--- config.mk ---
export PLATFORM = sky130hd
export DESIGN_NAME = nfu_sigmoid
export DESIGN_NICKNAME = d
export VERILOG_FILES = /design/src/source/nfu_pkg.sv /design/src/source/nfu_sigmoid.sv
export SDC_FILE = /design/constraint.sdc
export NUM_CORES = 2
export LEC_CHECK = 0
export BUFFER_PORTS_ARGS = -buffer_cell sky130_fd_sc_hd__clkbuf_2
export CAP_MARGIN = 20
export CORE_MARGIN = 2
export CORE_UTILIZATION = 35
export CTS_CLUSTER_DIAMETER = 40
export CTS_CLUSTER_SIZE = 8
export DETAILED_ROUTE_END_ITERATION = 8
export MAX_ROUTING_LAYER = met4
export PLACE_DENSITY_LB_ADDON = 0.3
export SLEW_MARGIN = 40
export SYNTH_ARGS = -nofsm -noshare
export SYNTH_HDL_FRONTEND = slang
export SYNTH_SLANG_ARGS = --single-unit
--- constraint.sdc ---
create_clock -name clk -period 17.8 [get_ports clk]
set_clock_uncertainty 0.1 [all_clocks]
set_input_delay 5.34 -clock clk [delete_from_list [all_inputs] [get_ports clk]]
set_output_delay 5.34 -clock clk [all_outputs]
set_load 0.01 [all_outputs]
--- src/source/nfu_pkg.sv ---
`default_nettype none

package nfu_pkg;

    // Word size for neurons, synapses and coefficients
    parameter int DATA_W = 16;

    // Q8.8 fixed point
    parameter int FRAC_BITS = 8;

    // Full-width signed product before truncation
    parameter int PROD_W = 2 * DATA_W;

    // Coefficient word on the Wishbone bus: slope high, offset low
    parameter int WB_DAT_W = 2 * DATA_W;

    // Sigmoid segment index width and segment count
    parameter int SEG_BITS = 4;
    parameter int SEG_N = 1 << SEG_BITS;

    // Result selection at the end of the pipe
    typedef enum logic {
        OP_PARTIAL = 1'b0,  // raw sum, goes back to NBout
        OP_FINAL   = 1'b1   // sum through the sigmoid
    } nfu_op_e;

    // Q8.8 multiply
    // Arithmetic shift by FRAC_BITS, low DATA_W bits kept
    function automatic logic [DATA_W-1:0] q_mul(
        input logic signed [DATA_W-1:0] a,
        input logic signed [DATA_W-1:0] b
    );
        logic signed [PROD_W-1:0] full;
        full = a * b;
        return full[FRAC_BITS +: DATA_W];
    endfunction

endpackage

`default_nettype wire

--- src/source/nfu_sigmoid.sv ---
`timescale 1ns/1ns
`default_nettype none

// NFU-3: piecewise-linear sigmoid or pass-through
module nfu_sigmoid #(
    parameter int TN = 4
) (
    input  logic                                clk,
    input  logic                                i_reset,
    input  logic                                i_valid,
    input  nfu_pkg::nfu_op_e                    i_op,
    input  logic [TN*nfu_pkg::DATA_W-1:0]       i_sums,
    // Wishbone classic slave, write only
    input  logic                                i_wb_cyc,
    input  logic                                i_wb_stb,
    input  logic                                i_wb_we,
    input  logic [nfu_pkg::SEG_BITS-1:0]        i_wb_adr,
    input  logic [nfu_pkg::WB_DAT_W-1:0]        i_wb_dat,
    output logic                                o_wb_ack,
    output logic                                o_valid,
    output nfu_pkg::nfu_op_e                    o_op,
    output logic [TN*nfu_pkg::DATA_W-1:0]       o_result
);
    import nfu_pkg::*;

    // One slope/offset pair per segment
    logic [WB_DAT_W-1:0] coef_ram [SEG_N];

    // Bus request this cycle
    // the ack term keeps a held stb from counting twice
    logic wb_req;

    // Activated values for all neurons
    logic [TN*DATA_W-1:0] act;

    assign wb_req = i_wb_cyc && i_wb_stb && !o_wb_ack;

    // Coefficient writes
    always_ff @(posedge clk) begin
        if (wb_req && i_wb_we) begin
            coef_ram[i_wb_adr] <= i_wb_dat;
        end
    end

    // Single-cycle ack, reads get one too
    always_ff @(posedge clk) begin
        if (i_reset) begin
            o_wb_ack <= 1'b0;
        end else begin
            o_wb_ack <= wb_req;
        end
    end

    for (genvar n = 0; n < TN; n++) begin : g_neuron
        logic [DATA_W-1:0]      x;
        logic [SEG_BITS-1:0]    seg;
        logic [WB_DAT_W-1:0]    coef;
        logic [DATA_W-1:0]      slope;
        logic [DATA_W-1:0]      offset;

        assign x = i_sums[n*DATA_W +: DATA_W];

        // Segment from the top bits, sign included
        assign seg = x[DATA_W-1 -: SEG_BITS];

        // Asynchronous RAM read
        assign coef   = coef_ram[seg];
        assign slope  = coef[WB_DAT_W-1 -: DATA_W];
        assign offset = coef[DATA_W-1:0];

        // slope * x in Q8.8, then offset, wraps
        assign act[n*DATA_W +: DATA_W] = q_mul(slope, x) + offset;
    end

    // Output register
    // partial results skip the activation
    always_ff @(posedge clk) begin
        if (i_op == OP_FINAL) begin
            o_result <= act;
        end else begin
            o_result <= i_sums;
        end
        if (i_reset) begin
            o_valid <= 1'b0;
            o_op    <= OP_PARTIAL;
        end else begin
            o_valid <= i_valid;
            o_op    <= i_op;
        end
    end

endmodule

`default_nettype wire

==> flow_summary_export.csv <==
group,metric,value,unit
timing,hold_violations,0,
synthesis,synth_edf_count,512,
detailed_routing,ant_nets,0,
place,place_area,68900,um^2
critical_path,r2r_slack,8.03,ns
floorplanning,initial_utilization,0.352,
synthesis,synth_cell_types,66,
critical_path,crit_path_max_fanout,39,
critical_path,worstSetupEndpoint,"o_result[63]$_DFF_P_",
detailed_routing,drt-total-wl,207000,um
clock_network,cts_max_path_buffers,3,
floorplanning,coreArea,185000,um^2
detailed_routing,via_per_inst,5.46,
critical_path,cp.depth,35,
critical_path,r2r-end,"o_result[63]$_DFF_P_",
place,io_buffers,173,
status,status,"finished, final reports clean",
global_routing,overflow,0,
global_routing,grt_max_degree,72,
synthesis,syn_avg_cell_area,12.0,um^2
detailed_routing,drt-initial-drc-count,4384,
floorplanning,dieArea,189000,um^2
global_routing,grt_pass1_wl,312000,um
place,hpwlAfterDp,148000,um
synthesis,yosysSeqAreaShare,0.257,
worst_hold_path,whs_path_depth,1,
clock_network,clk_pin_slew,0.04,ns
detailed_routing,wl_per_cell,25.6,um
final_layout,multiInputGateArea,43500,um^2
global_routing,grt_usage,0.228,
worst_hold_path,hold_path_class,"reg -> reg",
critical_path,critPathLaunchType,"input port",
clock_network,post_cts_resized,0,
synthesis,synthArstFlopShare,0,
floorplanning,die_h,435,um
critical_path,ff2ff_path_depth,33,
critical_path,cp_slowest_stage_delay,0.67,ns
final_layout,synthToLayoutAreaGrowth,11.7,%
timing,rsz0062_at_grt,"no",
floorplanning,ios,174,
final_layout,regArea,16700,um^2
critical_path,crit_arrival,15.28,ns
synthesis,synth_nets,6615,
timing,finalMaxSlewViolations,0,
final_layout,drive_gt1_frac,0.199,
timing,whs,0.358,ns
timing,tns,0,ns
clock_network,insertion_delay,0.75,ns
global_routing,antenna_found_initial,28,
synthesis,syn-instance-count,5420,
clock_network,cts_tree,"built",
timing,setup_viol,0,
place,place.gp.congestion,0.891,
critical_path,slowest_stage,"a2111oi_0",
timing,worst_slew_pin_slew,0.926,ns
clock_network,postCtsHoldBufs,0,
critical_path,cp_num_buf_inv,6,
synthesis,ys_warn_count,0,
synthesis,synth_ff_type,"edfxtp_1",
floorplanning,die_w,435,um
synthesis,syn-cell-area,65100,um^2
timing,period_minus_slack,14.81,ns
synthesis,ys_ff_latch,579,
clock_network,clockRootBuffer,"clkbuf_16",
final_layout,final_util,0.393,
clock_network,htreeDepth,3,
critical_path,cp-startpoint,"i_sums[61]",
clock_network,cts_buffers,112,
final_layout,nets,6700,
detailed_routing,drc,0,
timing,timing.final.crit_share,0.832,
critical_path,cp_top_family,"compound AO/OA/AOI/OAI gates",
critical_path,worst-setup-path-type,"in -> reg",
flow_run,maxCapViolCount,0,
timing,max_freq,67.5,MHz
critical_path,worstPathRequired,18.27,ns
final_layout,fin_area,72700,um^2
clock_network,cts_sinks,579,
final_layout,nFillCells,17600,
critical_path,r2r_start,"coef_ram[0][20]$_DFFE_PP_",
clock_network,post_cts_buffers,0,
timing,slew_headroom,0.383,
critical_path,cp-end-kind,"flip-flop",
global_routing,grt_pass1_vias,46800,
floorplanning,std_cell_rows,158,
detailed_routing,first_pass_iters,6,
detailed_routing,vias,44200,
## logic make-up (layout without fill, tap and decap cells)
family                   count (synthesis)  count (layout)  synth area share
buffers and inverters                 1329            1498            0.0781
AO/OA/AOI/OAI                          308             308            0.0321
adder cells (fa/ha/maj)               1088            1088             0.295
XOR/XNOR                               183             183            0.0246
multiplexers                           682             682             0.220
other                                    0              24                 0
flip-flops                             579             579             0.257
AND/OR/NAND/NOR                       1251            1251            0.0933
## placed cells by master, fill, tap and decap left out, types with 47 or more instances in the layout
cell	count
inv_1	1023
fa_1	748
mux4_2	594
nand2_1	579
edfxtp_1	512
and2_1	402
ha_1	340
clkbuf_2	161
xnor2_1	145
clkbuf_16	118
buf_4	90
nor2_1	88
dfxtp_1	67
a21oi_1	64
mux2i_1	50
o21ai_0	49
nor2b_1	47
## registers in the layout, indices dropped and copies added (netlist names)
signal and flops:
o_result 64, o_op 1, coef_ram 512, o_wb_ack 1
o_valid 1
## worst min-delay path by stage
stage | startpoint | endpoint | slack (ns)
after floorplan | o_wb_ack$_SDFF_PP0_ | o_wb_ack$_SDFF_PP0_ | 0.39
after global placement | o_wb_ack$_SDFF_PP0_ | o_wb_ack$_SDFF_PP0_ | 0.34
after detailed placement | o_wb_ack$_SDFF_PP0_ | o_wb_ack$_SDFF_PP0_ | 0.34
after CTS | o_wb_ack$_SDFF_PP0_ | o_wb_ack$_SDFF_PP0_ | 0.36
after global routing | o_wb_ack$_SDFF_PP0_ | o_wb_ack$_SDFF_PP0_ | 0.36
final | o_wb_ack$_SDFF_PP0_ | o_wb_ack$_SDFF_PP0_ | 0.36
## layer usage
layer / vias to the layer above / global-route usage / wire length (um)
met3: 426 / 0.0385 / 16800
met1: 23100 / 0.287 / 80700
met4: 0 / 0.104 / 10500
li1: 18600 / - / -
met2: 2067 / 0.361 / 99000
met5: - / - / 0
## through the flow
step | worst slack [ns] | std cells
global route | 2.37 | 8085
CTS | 3.01 | 8067
global placement | 2.28 | 7866
detailed placement | 2.23 | 7869
floorplan | 2.68 | 5420
finish | 2.99 | 8093
## cell usage after synthesis (all sizes together), types with 4 or more instances
cell type / number / area [um^2]
a31oi: 10 / 62.6
inv: 1026 / 3850
nand2b: 11 / 68.8
o21a: 28 / 210
nor2: 102 / 383
clkinv: 4 / 15.0
a211oi: 28 / 223
mux4: 594 / 13400
dfxtp: 67 / 1340
o31a: 5 / 43.8
o21bai: 10 / 75.1
and2: 402 / 2510
o21ai: 53 / 265
mux2i: 50 / 500
o31ai: 17 / 133
a21oi: 67 / 343
or3: 5 / 31.3
and4: 5 / 43.8
xnor2: 145 / 1270
nand3: 18 / 90.1
nor3: 44 / 220
fa: 748 / 15000
nand2: 579 / 2170
mux2: 38 / 428
nand4: 8 / 50.1
nor4: 6 / 37.5
edfxtp: 512 / 15400
clkbuf: 201 / 754
a21o: 26 / 195
ha: 340 / 4250
xor2: 38 / 333
and3: 18 / 113
a21boi: 29 / 218
a31o: 4 / 35.0
nor2b: 48 / 308
buf: 98 / 462
## final cells by class
type	count	share of cell area
antenna	24	0.000826
clock buffer	143	0.0421
clock inverter	55	0.00871
inverter	1030	0.0532
multi-input combinational	3512	0.598
sequential	579	0.230
tap	2480	0.0427
timing repair buffer	270	0.0246
Power is not shown: default switching activity piles up to over one toggle a cycle in this logic, so the estimate is an artifact.
