## src/source/nfu_pkg.sv

```systemverilog
`default_nettype none

package nfu_pkg;

    // Word size for neurons, synapses and coefficients
    parameter int DATA_W = 16;

    // Q8.8 fixed point
    parameter int FRAC_BITS = 8;

    // Full-width signed product before truncation
    parameter int PROD_W = 2 * DATA_W;

    // Coefficient word on the Wishbone bus: slope high, offset low
    parameter int WB_DAT_W = 2 * DATA_W;

    // Sigmoid segment index width and segment count
    parameter int SEG_BITS = 4;
    parameter int SEG_N = 1 << SEG_BITS;

    // Result selection at the end of the pipe
    typedef enum logic {
        OP_PARTIAL = 1'b0,  // raw sum, goes back to NBout
        OP_FINAL   = 1'b1   // sum through the sigmoid
    } nfu_op_e;

    // Q8.8 multiply
    // Arithmetic shift by FRAC_BITS, low DATA_W bits kept
    function automatic logic [DATA_W-1:0] q_mul(
        input logic signed [DATA_W-1:0] a,
        input logic signed [DATA_W-1:0] b
    );
        logic signed [PROD_W-1:0] full;
        full = a * b;
        return full[FRAC_BITS +: DATA_W];
    endfunction

endpackage

`default_nettype wire

```

## src/source/nfu_prod_if.sv

```systemverilog
`timescale 1ns/1ns
`default_nettype none

// Stage 1 to stage 2 link
interface nfu_prod_if #(
    parameter int TN = 4
);
    import nfu_pkg::*;

    logic                       valid;
    nfu_op_e                    op;
    // TN x TN truncated products, row-major like the synapse matrix
    logic [TN*TN*DATA_W-1:0]    products;
    // Partial sums kept aligned with their own products
    logic [TN*DATA_W-1:0]       partial;

    // Driven by the multiplier stage
    modport src (output valid, op, products, partial);

    // Read by the adder tree stage
    modport dst (input valid, op, products, partial);

endinterface

`default_nettype wire

```

## src/source/nfu_adder_tree.sv

```systemverilog
`timescale 1ns/1ns
`default_nettype none

// NFU-2: per-row adder tree plus partial sum, then the NFU-2/NFU-3 register
module nfu_adder_tree #(
    parameter int TN = 4
) (
    input  logic                            clk,
    input  logic                            i_reset,
    nfu_prod_if.dst                         i_prod,
    output logic                            o_valid,
    output nfu_pkg::nfu_op_e                o_op,
    output logic [TN*nfu_pkg::DATA_W-1:0]   o_sums
);
    import nfu_pkg::*;

    // Number of tree nodes per row, leaves included
    localparam int NODES = 2 * TN - 1;

    // Row totals before the stage register
    logic [TN*DATA_W-1:0] row_sum;

    for (genvar r = 0; r < TN; r++) begin : g_row
        // Heap layout
        // node 0 is the root, node k sums nodes 2k+1 and 2k+2
        // leaves sit at TN-1 .. 2TN-2
        logic [DATA_W-1:0] node [NODES];

        // Leaves take this row's products
        for (genvar l = 0; l < TN; l++) begin : g_leaf
            assign node[TN-1+l] = i_prod.products[(r*TN+l)*DATA_W +: DATA_W];
        end

        // Inner adders, balanced for power-of-two TN
        for (genvar n = 0; n < TN - 1; n++) begin : g_node
            assign node[n] = node[2*n+1] + node[2*n+2];
        end

        // Add the partial sum from NBout, wraps at DATA_W
        assign row_sum[r*DATA_W +: DATA_W] =
            node[0] + i_prod.partial[r*DATA_W +: DATA_W];
    end

    // Stage register between arithmetic and activation
    always_ff @(posedge clk) begin
        o_sums <= row_sum;
        if (i_reset) begin
            o_valid <= 1'b0;
            o_op    <= OP_PARTIAL;
        end else begin
            o_valid <= i_prod.valid;
            o_op    <= i_prod.op;
        end
    end

endmodule

`default_nettype wire

```

## src/flat_wrapper.sv

```systemverilog
// flat-port wrapper written by rule: the top's interface ports become plain ports
module nfu_adder_tree_flat import nfu_pkg::*;
#(
    parameter int TN = 4
)
  (clk, i_reset, o_valid, o_op, o_sums, i_prod_valid, i_prod_op, i_prod_products, i_prod_partial);
  nfu_prod_if #(.TN(TN)) i_prod_i ();
  input  logic clk;
  input  logic i_reset;
  output logic o_valid;
  output nfu_pkg::nfu_op_e o_op;
  output logic [TN*nfu_pkg::DATA_W-1:0] o_sums;
  input wire logic [$bits(i_prod_i.valid)-1:0] i_prod_valid;
  input wire logic [$bits(i_prod_i.op)-1:0] i_prod_op;
  input wire logic [$bits(i_prod_i.products)-1:0] i_prod_products;
  input wire logic [$bits(i_prod_i.partial)-1:0] i_prod_partial;
  assign i_prod_i.valid = i_prod_valid;
  assign i_prod_i.op = i_prod_op;
  assign i_prod_i.products = i_prod_products;
  assign i_prod_i.partial = i_prod_partial;
  nfu_adder_tree #(.TN(TN)) u_core (.clk(clk), .i_reset(i_reset), .i_prod(i_prod_i), .o_valid(o_valid), .o_op(o_op), .o_sums(o_sums));
endmodule
```

## config.mk

```make
export PLATFORM = sky130hd
export DESIGN_NAME = nfu_adder_tree_flat
export DESIGN_NICKNAME = d
export VERILOG_FILES = /design/src/source/nfu_pkg.sv /design/src/source/nfu_prod_if.sv /design/src/source/nfu_adder_tree.sv /design/src/flat_wrapper.sv
export SDC_FILE = /design/constraint.sdc
export NUM_CORES = 1
export LEC_CHECK = 0
export BUFFER_PORTS_ARGS = -buffer_cell sky130_fd_sc_hd__buf_4
export CAP_MARGIN = 15
export CORE_MARGIN = 2
export CORE_UTILIZATION = 40
export DETAILED_ROUTE_END_ITERATION = 10
export PLACE_DENSITY_LB_ADDON = 0.05
export SLEW_MARGIN = 20
export SYNTH_ARGS = -nofsm -noshare
export SYNTH_HDL_FRONTEND = slang
export SYNTH_SLANG_ARGS = --single-unit
```

## constraint.sdc

```tcl
create_clock -name clk -period 11.6 [get_ports clk]
set_clock_uncertainty 0.1 [all_clocks]
set_input_delay 2.9 -clock clk [delete_from_list [all_inputs] [get_ports clk]]
set_output_delay 2.9 -clock clk [all_outputs]
set_load 0.005 [all_outputs]
```

==> flow_metrics.py, run 1 <==
metrics = {
    "run_status": {
        "outcome": "finished, final reports clean",
    },
    "run": {
        "maxCapViolCount": 0,
    },
    "route": {
        "wirelength_mm": 20.9,
        "routed-via-count": 7650,
        "drt_iter0_drc": 197,
        "drc": 0,
        "dr.pass1.iters": 4,
        "ant_nets": 0,
        "routed_via_density": 4.18,
        "wl_per_cell_um": 11.4,
    },
    "critical_path": {
        "cp_top_family": "adder cells",
        "critPathBufInv": 2,
        "cp.arrival_ns": 6.52,
        "slowest_stage": "fa_1",
        "cp_data_required_time_ns": 11.72,
        "end_kind": "flip-flop",
        "cp.depth": 13,
        "cpMostUsedCell": "fa_1",
        "cp_slowest_stage_delay_ns": 0.55,
        "criticalPathCategory": "input pin to flip-flop",
        "cp_cell_sequence": "buf_4 -> fa_1 -> fa_1 -> fa_1 -> ha_1 -> inv_1 -> fa_1 -> and2b_1 -> nor3_1 -> o21ai_0 -> a22oi_1 -> a31oi_1 -> xnor2_1",
        "cp_max_fo": 4,
        "worstSetupStartpointType": "input pin",
    },
    "hold_path": {
        "hp-start": "i_reset",
        "hold_end": "u_core.o_valid",
        "hold_class": "input pin to flip-flop",
        "hold_depth": 2,
    },
    "synthesis": {
        "ys_types": 49,
        "synth-warning-count": 0,
        "post_synth.cell_area_avg_um2": 8.56,
        "ys_seq_elements": 66,
        "synth_area_um2": 9470,
        "synth_edf_count": 0,
        "synth_nets": 1671,
        "ys_seq_area_share_pct": 13.9,
        "synth_ff_type": "dfxtp_1",
        "async_reset_ff_share_pct": 0,
        "synthCells": 1107,
    },
    "sta": {
        "slew_violations": 0,
        "fin_ws_ns": 5.20,
        "finalCritPeriodShare_pct": 55.2,
        "relSlewSlack_pct": 63.7,
        "rsz0062_at_grt": "false",
        "period_needed_ns": 6.40,
        "fmax_mhz": 156,
        "final_hold_viol_count": 0,
        "setup_viol": 0,
        "finalSetupTns_ns": 0,
        "worstMarginPinSlew_ns": 0.539,
    },
    "die": {
        "design.die.area_um2": 24900,
        "die_w_um": 158,
        "coreArea_um2": 23300,
        "num_rows": 56,
        "die_h_um": 158,
        "initial_core_util_pct": 40.6,
        "io_pins": 390,
    },
    "placement": {
        "numPortBuffers": 389,
        "dpl_worst_slack_ns": 4.83,
        "dp.final_hpwl_mm": 19.4,
        "gp_congestion": 0.835,
    },
    "cts": {
        "clock_path_buffers": 2,
        "clock-root-buffer": "clkbuf_16",
        "cts_tree": "built",
        "htreeDepth": 3,
        "clock-sinks": 66,
        "hold_buffers": 0,
        "clk_pin_slew_ns": 0.06,
        "cts_setup_buffers": 0,
        "cts_buffers": 9,
        "cts_resized": 0,
    },
    "finish": {
        "diodes": 0,
        "layout_common_cells": "520 x inv_1, 389 x buf_4, 176 x fa_1",
        "multi_input_area_um2": 6200,
        "final_common_cell": "inv_1",
        "area_growth_pct": 38.2,
        "fill_cells": 2229,
        "nets": 2071,
        "drive_gt1_share_pct": 27.7,
        "regArea_um2": 1320,
    },
    "global_route": {
        "antenna_found_initial": 0,
        "grt_pass1_wl_mm": 34.1,
        "track_usage_pct": 17.3,
        "grt_max_degree": 13,
        "grt_overflow": 0,
        "grt_pass1_vias": 7822,
    },
    "power": {
        "p_leak_uw": 0.00776,
        "powerDensity_nw_per_um2": 172,
        "peakVddDrop_mv": 0.0802,
    },
}
## synthesized netlist by cell type (5+ instances only)
master	number	share of area, %
o21a_1	9	0.71
o21bai_1	5	0.40
inv_1	520	21
xnor2_1	62	5.7
a31oi_1	5	0.33
ha_1	64	8.5
dfxtp_1	66	14
nor2_1	32	1.3
a21o_1	11	0.87
a21oi_1	35	1.8
nand2_1	19	0.75
and3_1	8	0.53
fa_1	176	37
xor2_1	11	1.0
nor2b_1	5	0.33
nor3_1	5	0.26
o21ai_0	22	1.2
a211oi_1	5	0.40
## metrics by stage
step / power [uW] / utilization [%] / area (um2) / instances / hold slack (ns)
finish: 2260 / 56.1 / 13100 / 1831 / 2.62
global route: 2530 / 56.1 / 13100 / 1831 / 2.62
CTS: 2300 / 56.1 / 13100 / 1831 / 2.61
detailed placement: 2010 / 54.8 / 12800 / 1815 / 2.97
global placement: 2000 / 54.8 / 12800 / 1815 / 2.97
floorplan: 1490 / - / 9470 / 1107 / 2.87
## flip-flops by register name, indices dropped and copies added, names as in the netlist
register / count
u_core.o_op: 1
u_core.o_valid: 1
u_core.o_sums: 64
## logic make-up after synthesis
family          share of synthesized area [%]
buf+inv                                  20.6
fa+ha+maj                                45.6
compound gates                           8.52
simple gates                             4.53
xor+xnor                                 6.75
flops                                    13.9
## layout make-up
cell class / instances / area share [%]
Multi-Input combinational cell: 521 / 47.4
Clock buffer: 9 / 1.72
Timing Repair Buffer: 389 / 22.3
Clock inverter: 7 / 0.535
Inverter: 520 / 14.9
Sequential cell: 66 / 10.1
Tap cell: 319 / 3.05
## layer usage
metal	up-vias	routed length [um]	track usage, %	part of all wire (%)
met5	-	0	0	0
met4	0	401	4.11	1.9
met3	18	2330	7.31	11
met2	227	11000	32.2	53
met1	3539	7100	17.9	34
li1	3866	-	-	-
## power by group
part | leakage [uW] | internal [uW] | switching [uW]
Sequential | 0.000557 | 363 | 29.1
Combinational | 0.00707 | 791 | 800
Clock | 0.000133 | 165 | 108
## worst max path at each step
stage,endpoint,from,slack [ns]
floorplan,u_core.o_sums[47],i_prod_partial[33],5.31
global placement,u_core.o_sums[15],i_prod_partial[1],4.91
global route,u_core.o_sums[13],i_prod_partial[1],4.94
detailed placement,u_core.o_sums[15],i_prod_partial[1],4.83
finish,u_core.o_sums[15],i_prod_partial[1],5.20
CTS,u_core.o_sums[15],i_prod_partial[1],5.18
(Power assumes the default switching activity.)
==> run 2, diff against run 1 <==
Settings changed: ABC_AREA set to 1.
Clock period 11.6 ns to 5.6 ns, I/O delays scaled along.
==> run 2 against run 1 <==
Compared with the run above: wire length increased by 12%; synthesized cell count increased by 23%; combinational power increased by 120%; core utilization decreased by 0.93 points; setup slack got worse by 3.9 ns; clock power increased by 150%; sequential cell count unchanged; largest cell class unchanged.
==> flow_metrics.py, run 2 <==
metrics = {
    "synthesis": {
        "synth.top_cell.area_share_pct": 34.8,
        "ys_types": 22,
        "synth_most_common_cell": "inv_1",
        "synth_nets": 1927,
        "async_reset_ff_share_pct": 0,
        "synth_edf_count": 0,
        "synthCells": 1363,
        "synth_area_um2": 10100,
        "synth_common_cells": "597 x inv_1, 211 x nand2_1, 176 x fa_1, 66 x dfxtp_1, 64 x ha_1",
        "ys_seq_area_share_pct": 13.0,
        "netlist_top_cells_area": "fa_1 35%, inv_1 22%, dfxtp_1 13%",
        "synth_top_area_cell": "fa_1",
        "ys_seq_elements": 66,
        "synth_ff_type": "dfxtp_1",
        "post_synth.cell_area_avg_um2": 7.43,
        "synth-warning-count": 0,
    },
    "global_route": {
        "grt_max_degree": 14,
        "antenna_found_initial": 1,
        "grt_overflow": 0,
        "grt_pass1_vias": 8829,
        "track_usage_pct": 18.2,
        "grt_pass1_wl_mm": 39.0,
    },
    "sta": {
        "setup_viol": 0,
        "period_needed_ns": 4.29,
        "slew_violations": 0,
        "finalSetupTns_ns": 0,
        "final_hold_viol_count": 0,
        "fmax_mhz": 233,
        "finalCritPeriodShare_pct": 76.6,
        "relSlewSlack_pct": 73.8,
        "worstMarginPinSlew_ns": 0.392,
        "rsz0062_at_grt": "false",
    },
    "power": {
        "peakVddDrop_mv": 0.172,
        "p_sw_uw": 2230,
        "p_leak_uw": 0.00873,
        "power_switching_share_pct": 45.1,
        "powerDensity_nw_per_um2": 358,
        "power_frac_seq_pct": 16.4,
        "comb_power_share_pct": 70.0,
        "internal_power_uw": 2710,
        "power_frac_clock_pct": 13.6,
    },
    "finish": {
        "layout_common_cells": "597 x inv_1, 389 x buf_4, 211 x nand2_1",
        "top_register": "u_core.o_sums",
        "diodes": 0,
        "drive_gt1_share_pct": 23.8,
        "largest_reg_flops": 64,
        "reg_top3": "u_core.o_sums (64), u_core.o_op (1), u_core.o_valid (1)",
        "final_cells": 2098,
        "area_growth_pct": 36.4,
        "nets": 2327,
        "final_common_cell": "inv_1",
    },
    "critical_path": {
        "cp_data_required_time_ns": 5.74,
        "cp_max_fo": 4,
        "cp.arrival_ns": 4.43,
        "worstSetupStartpointType": "input pin",
        "end_kind": "flip-flop",
        "criticalPathCategory": "input pin to flip-flop",
    },
    "placement": {
        "dp_cells": 2082,
        "dp.final_hpwl_mm": 21.9,
        "gp_congestion": 0.833,
        "numPortBuffers": 389,
    },
    "route": {
        "wl_per_cell_um": 11.2,
        "ant_nets": 0,
        "drc": 0,
        "wirelength_mm": 23.4,
        "routed-via-count": 8734,
        "routed_via_density": 4.16,
        "dr.pass1.iters": 4,
        "drt_iter0_drc": 225,
    },
    "hold_path": {
        "hp-start": "i_reset",
        "hold_class": "input pin to flip-flop",
        "hold_depth": 2,
        "hold_end": "u_core.o_op",
    },
    "die": {
        "design.die.area_um2": 26600,
        "die_w_um": 163,
        "initial_core_util_pct": 40.4,
        "coreArea_um2": 25000,
        "num_rows": 58,
        "io_pins": 390,
        "die_h_um": 163,
    },
    "run": {
        "maxCapViolCount": 0,
    },
    "cts": {
        "htreeDepth": 3,
        "clock_path_buffers": 2,
        "cts_buffers": 9,
        "cts_tree": "built",
        "clock-root-buffer": "clkbuf_16",
        "cts_setup_buffers": 0,
        "clk_pin_slew_ns": 0.06,
        "hold_buffers": 0,
        "clock-sinks": 66,
        "cts_resized": 0,
    },
    "run_status": {
        "outcome": "finished, final reports clean",
    },
}
==> run 2: worst max path at each step <==
stage                              to               start  depth (start not counted)
detailed placement   u_core.o_sums[9]   i_prod_partial[1]                         13
floorplan           u_core.o_sums[41]  i_prod_partial[33]                         12
global route        u_core.o_sums[41]  i_prod_partial[33]                         13
finish              u_core.o_sums[11]   i_prod_partial[1]                         13
global placement    u_core.o_sums[11]   i_prod_partial[1]                         13
CTS                  u_core.o_sums[9]   i_prod_partial[1]                         13
==> run 2: cell type report <==
class                   count  area (um2)
inverters                 597        2240
flip-flops and latches     66        1320
fillers                  2484       11200
clock inverters             7         125
repair buffers            389        2920
well taps                 330         413
multi-input cells         700        6570
clock buffers               9         225
==> run 2: cells by family after synthesis <==
| group | count (synthesis) | synth area share, % |
|---|---|---|
| AOI/OAI and AO/OA | 82 | 4.52 |
| xor gates and xnor gates | 40 | 3.46 |
| adders and majority gates | 240 | 42.7 |
| buffers and inverters | 597 | 22.1 |
| DFF | 66 | 13.0 |
| and+or+nand+nor | 338 | 14.1 |
==> run 2: critical path, cell delays in order <==
cell and delay, ns:
buf_4 0.11, fa_1 0.54, fa_1 0.42, fa_1 0.52, ha_1 0.20, inv_1 0.08, fa_1 0.49, nor3_2 0.26
nor2_2 0.10, nor2_1 0.13, nor2_1 0.06, nand2_1 0.05, nand2_1 0.05
==> run 2: per-layer routing <==
| metal | up-vias | share of wire, % | GRT usage (%) | wire (um) |
|---|---|---|---|---|
| met4 | 2 | 1.9 | 4.71 | 455 |
| met3 | 27 | 7.5 | 4.80 | 1760 |
| met1 | 3928 | 38 | 20.0 | 8780 |
| li1 | 4539 | - | - | - |
| met2 | 238 | 53 | 34.7 | 12400 |
| met5 | - | 0.068 | 0 | 16 |
==> run 2: power groups by stage <==
stage / Clock, uW / Sequential (uW) / Combinational [uW]
2_1_floorplan: 0 / 848 / 2300
3_3_place_gp: 0 / 815 / 3480
3_5_place_dp: 0 / 820 / 3510
4_1_cts: 696 / 813 / 3530
5_1_grt: 716 / 832 / 4020
6_report: 673 / 809 / 3460
==> run 2: through the flow <==
stage          setup WS [ns]  util, %  power [uW]  cell area (um2)  hold slack [ns]
6_report                1.31     55.2        4940            13800             1.11
5_1_grt                 1.19     55.2        5570            13800             1.10
4_1_cts                 1.34     55.2        5030            13800             1.09
3_5_place_dp           0.975     53.8        4330            13500             1.47
3_3_place_gp           0.996     53.8        4300            13500             1.47
2_1_floorplan           1.30        -        3150            10100             1.37
==> run 3, diff against run 2 <==
Clock period 5.6 ns to 4.2 ns, I/O delays scaled along.
==> run 3 against run 2 <==
Compared with the run above: first-iteration DRC count down 12%; non-clock buffer count is 9 higher; final cell count up 0.43%; critical path depth is the same.
==> flow_metrics.py, run 3 (synthesis results as in run 2) <==
metrics = {
    "run_status": {
        "outcome": "finished, final reports clean",
    },
    "global_route": {
        "grt_max_degree": 14,
        "grt_overflow": 0,
        "track_usage_pct": 18.6,
        "antenna_found_initial": 1,
        "grt_pass1_vias": 9100,
        "grt_pass1_wl_mm": 39.9,
    },
    "die": {
        "coreArea_um2": 25000,
        "initial_core_util_pct": 40.4,
        "num_rows": 58,
        "die_h_um": 163,
        "io_pins": 390,
        "design.die.area_um2": 26600,
        "die_w_um": 163,
    },
    "finish": {
        "layout_common_cells": "597 x inv_1, 398 x buf_4, 211 x nand2_1",
        "reg_top3": "u_core.o_sums (64), u_core.o_op (1), u_core.o_valid (1)",
        "stdcell_area_um2": 13900,
        "area_growth_pct": 36.8,
        "top_register": "u_core.o_sums",
        "nets": 2336,
        "final_cells": 2107,
        "diodes": 0,
        "drive_gt1_share_pct": 24.2,
        "final_common_cell": "inv_1",
        "largest_reg_flops": 64,
    },
    "sta": {
        "slew_violations": 0,
        "worstMarginPinSlew_ns": 0.388,
        "setup_viol": 0,
        "rsz0062_at_grt": "false",
        "holdWs_ns": 0.766,
        "relSlewSlack_pct": 74.0,
        "finalCritPeriodShare_pct": 93.9,
        "final_hold_viol_count": 0,
        "fmax_mhz": 254,
        "period_needed_ns": 3.94,
        "fin_ws_ns": 0.257,
    },
    "route": {
        "ant_nets": 0,
        "routed_via_density": 4.18,
        "wl_per_cell_um": 11.3,
        "dr.pass1.iters": 5,
        "routed-via-count": 8803,
        "drt_iter0_drc": 199,
        "wirelength_mm": 23.8,
        "drc": 0,
    },
    "critical_path": {
        "cp_max_fo": 4,
        "end_kind": "flip-flop",
        "cp.arrival_ns": 4.07,
        "worstSetupStartpointType": "input pin",
        "cp_data_required_time_ns": 4.33,
        "criticalPathCategory": "input pin to flip-flop",
    },
    "cts": {
        "clock-sinks": 66,
        "clock_path_buffers": 2,
        "cts_tree": "built",
        "clock-root-buffer": "clkbuf_16",
        "hold_buffers": 0,
        "cts_buffers": 9,
        "clk_pin_slew_ns": 0.06,
        "htreeDepth": 3,
        "cts_setup_buffers": 0,
        "cts_resized": 0,
    },
    "placement": {
        "numPortBuffers": 389,
        "placed_cell_area_um2": 13500,
        "dp.final_hpwl_mm": 22.4,
        "dp_cells": 2091,
        "dpl_worst_slack_ns": -0.0844,
        "gp_congestion": 0.852,
    },
    "power": {
        "powerDensity_nw_per_um2": 476,
        "peakVddDrop_mv": 0.255,
        "p_leak_uw": 0.00876,
    },
    "hold_path": {
        "hold_class": "input pin to flip-flop",
        "hold_depth": 2,
    },
    "run": {
        "maxCapViolCount": 0,
    },
}
[run 3: cell count changes in the layout (fill, tap and decap cells not counted), sizes merged]
cell and delta:
buf +9, clkinv +1, bufinv -1, clkinvlp +1
inv -1
[run 3: layer usage]
metal / global-route usage (%) / share of wire, % / vias up / routed length (um)
li1: - / - / 4572 / -
met1: 19.9 / 37 / 3948 / 8730
met2: 35.9 / 53 / 242 / 12600
met3: 5.03 / 7.7 / 39 / 1840
met4: 5.19 / 2.6 / 2 / 619
met5: 0 / 0.067 / - / 16
[run 3: worst max-delay path, cell delays in order]
cell and delay, ns:
buf_4 0.12, fa_1 0.54, fa_1 0.44, fa_1 0.50
ha_1 0.17, inv_1 0.06, fa_1 0.48, nor3_2 0.30
nor2_2 0.10, nor2_1 0.14, nor2_1 0.06, nand2_1 0.05
nand2_1 0.05
[run 3: through the flow]
stage | total power, uW | utilization (%) | setup TNS (ns)
final | 6600 | 55.3 | 0
after global routing | 7440 | 55.3 | 0
after CTS | 6710 | 55.3 | 0
after detailed placement | 5840 | 54.0 | -0.346
after global placement | 5790 | 54.0 | -0.214
after floorplan | 4200 | - | 0
[run 3: layout make-up]
class | count | area [um2]
Clock buffer | 9 | 225
Clock inverter | 7 | 103
Fill cell | 2474 | 11200
Inverter | 597 | 2240
Multi-Input combinational cell | 700 | 6570
Sequential cell | 66 | 1320
Tap cell | 330 | 413
Timing Repair Buffer | 398 | 2990
[run 3: worst paths after layout]
path | start | endpoint | slack, ns
setup / recovery | i_prod_partial[33] | u_core.o_sums[43] | 0.26
hold / removal | i_reset | u_core.o_valid | 0.77
[run 3: power by group]
group,internal [uW],leakage [uW],switching [uW]
Combinational,2080,0.00805,2600
Clock,525,0.000156,309
Sequential,994,0.000557,86.1
Total,3600,0.00876,2990
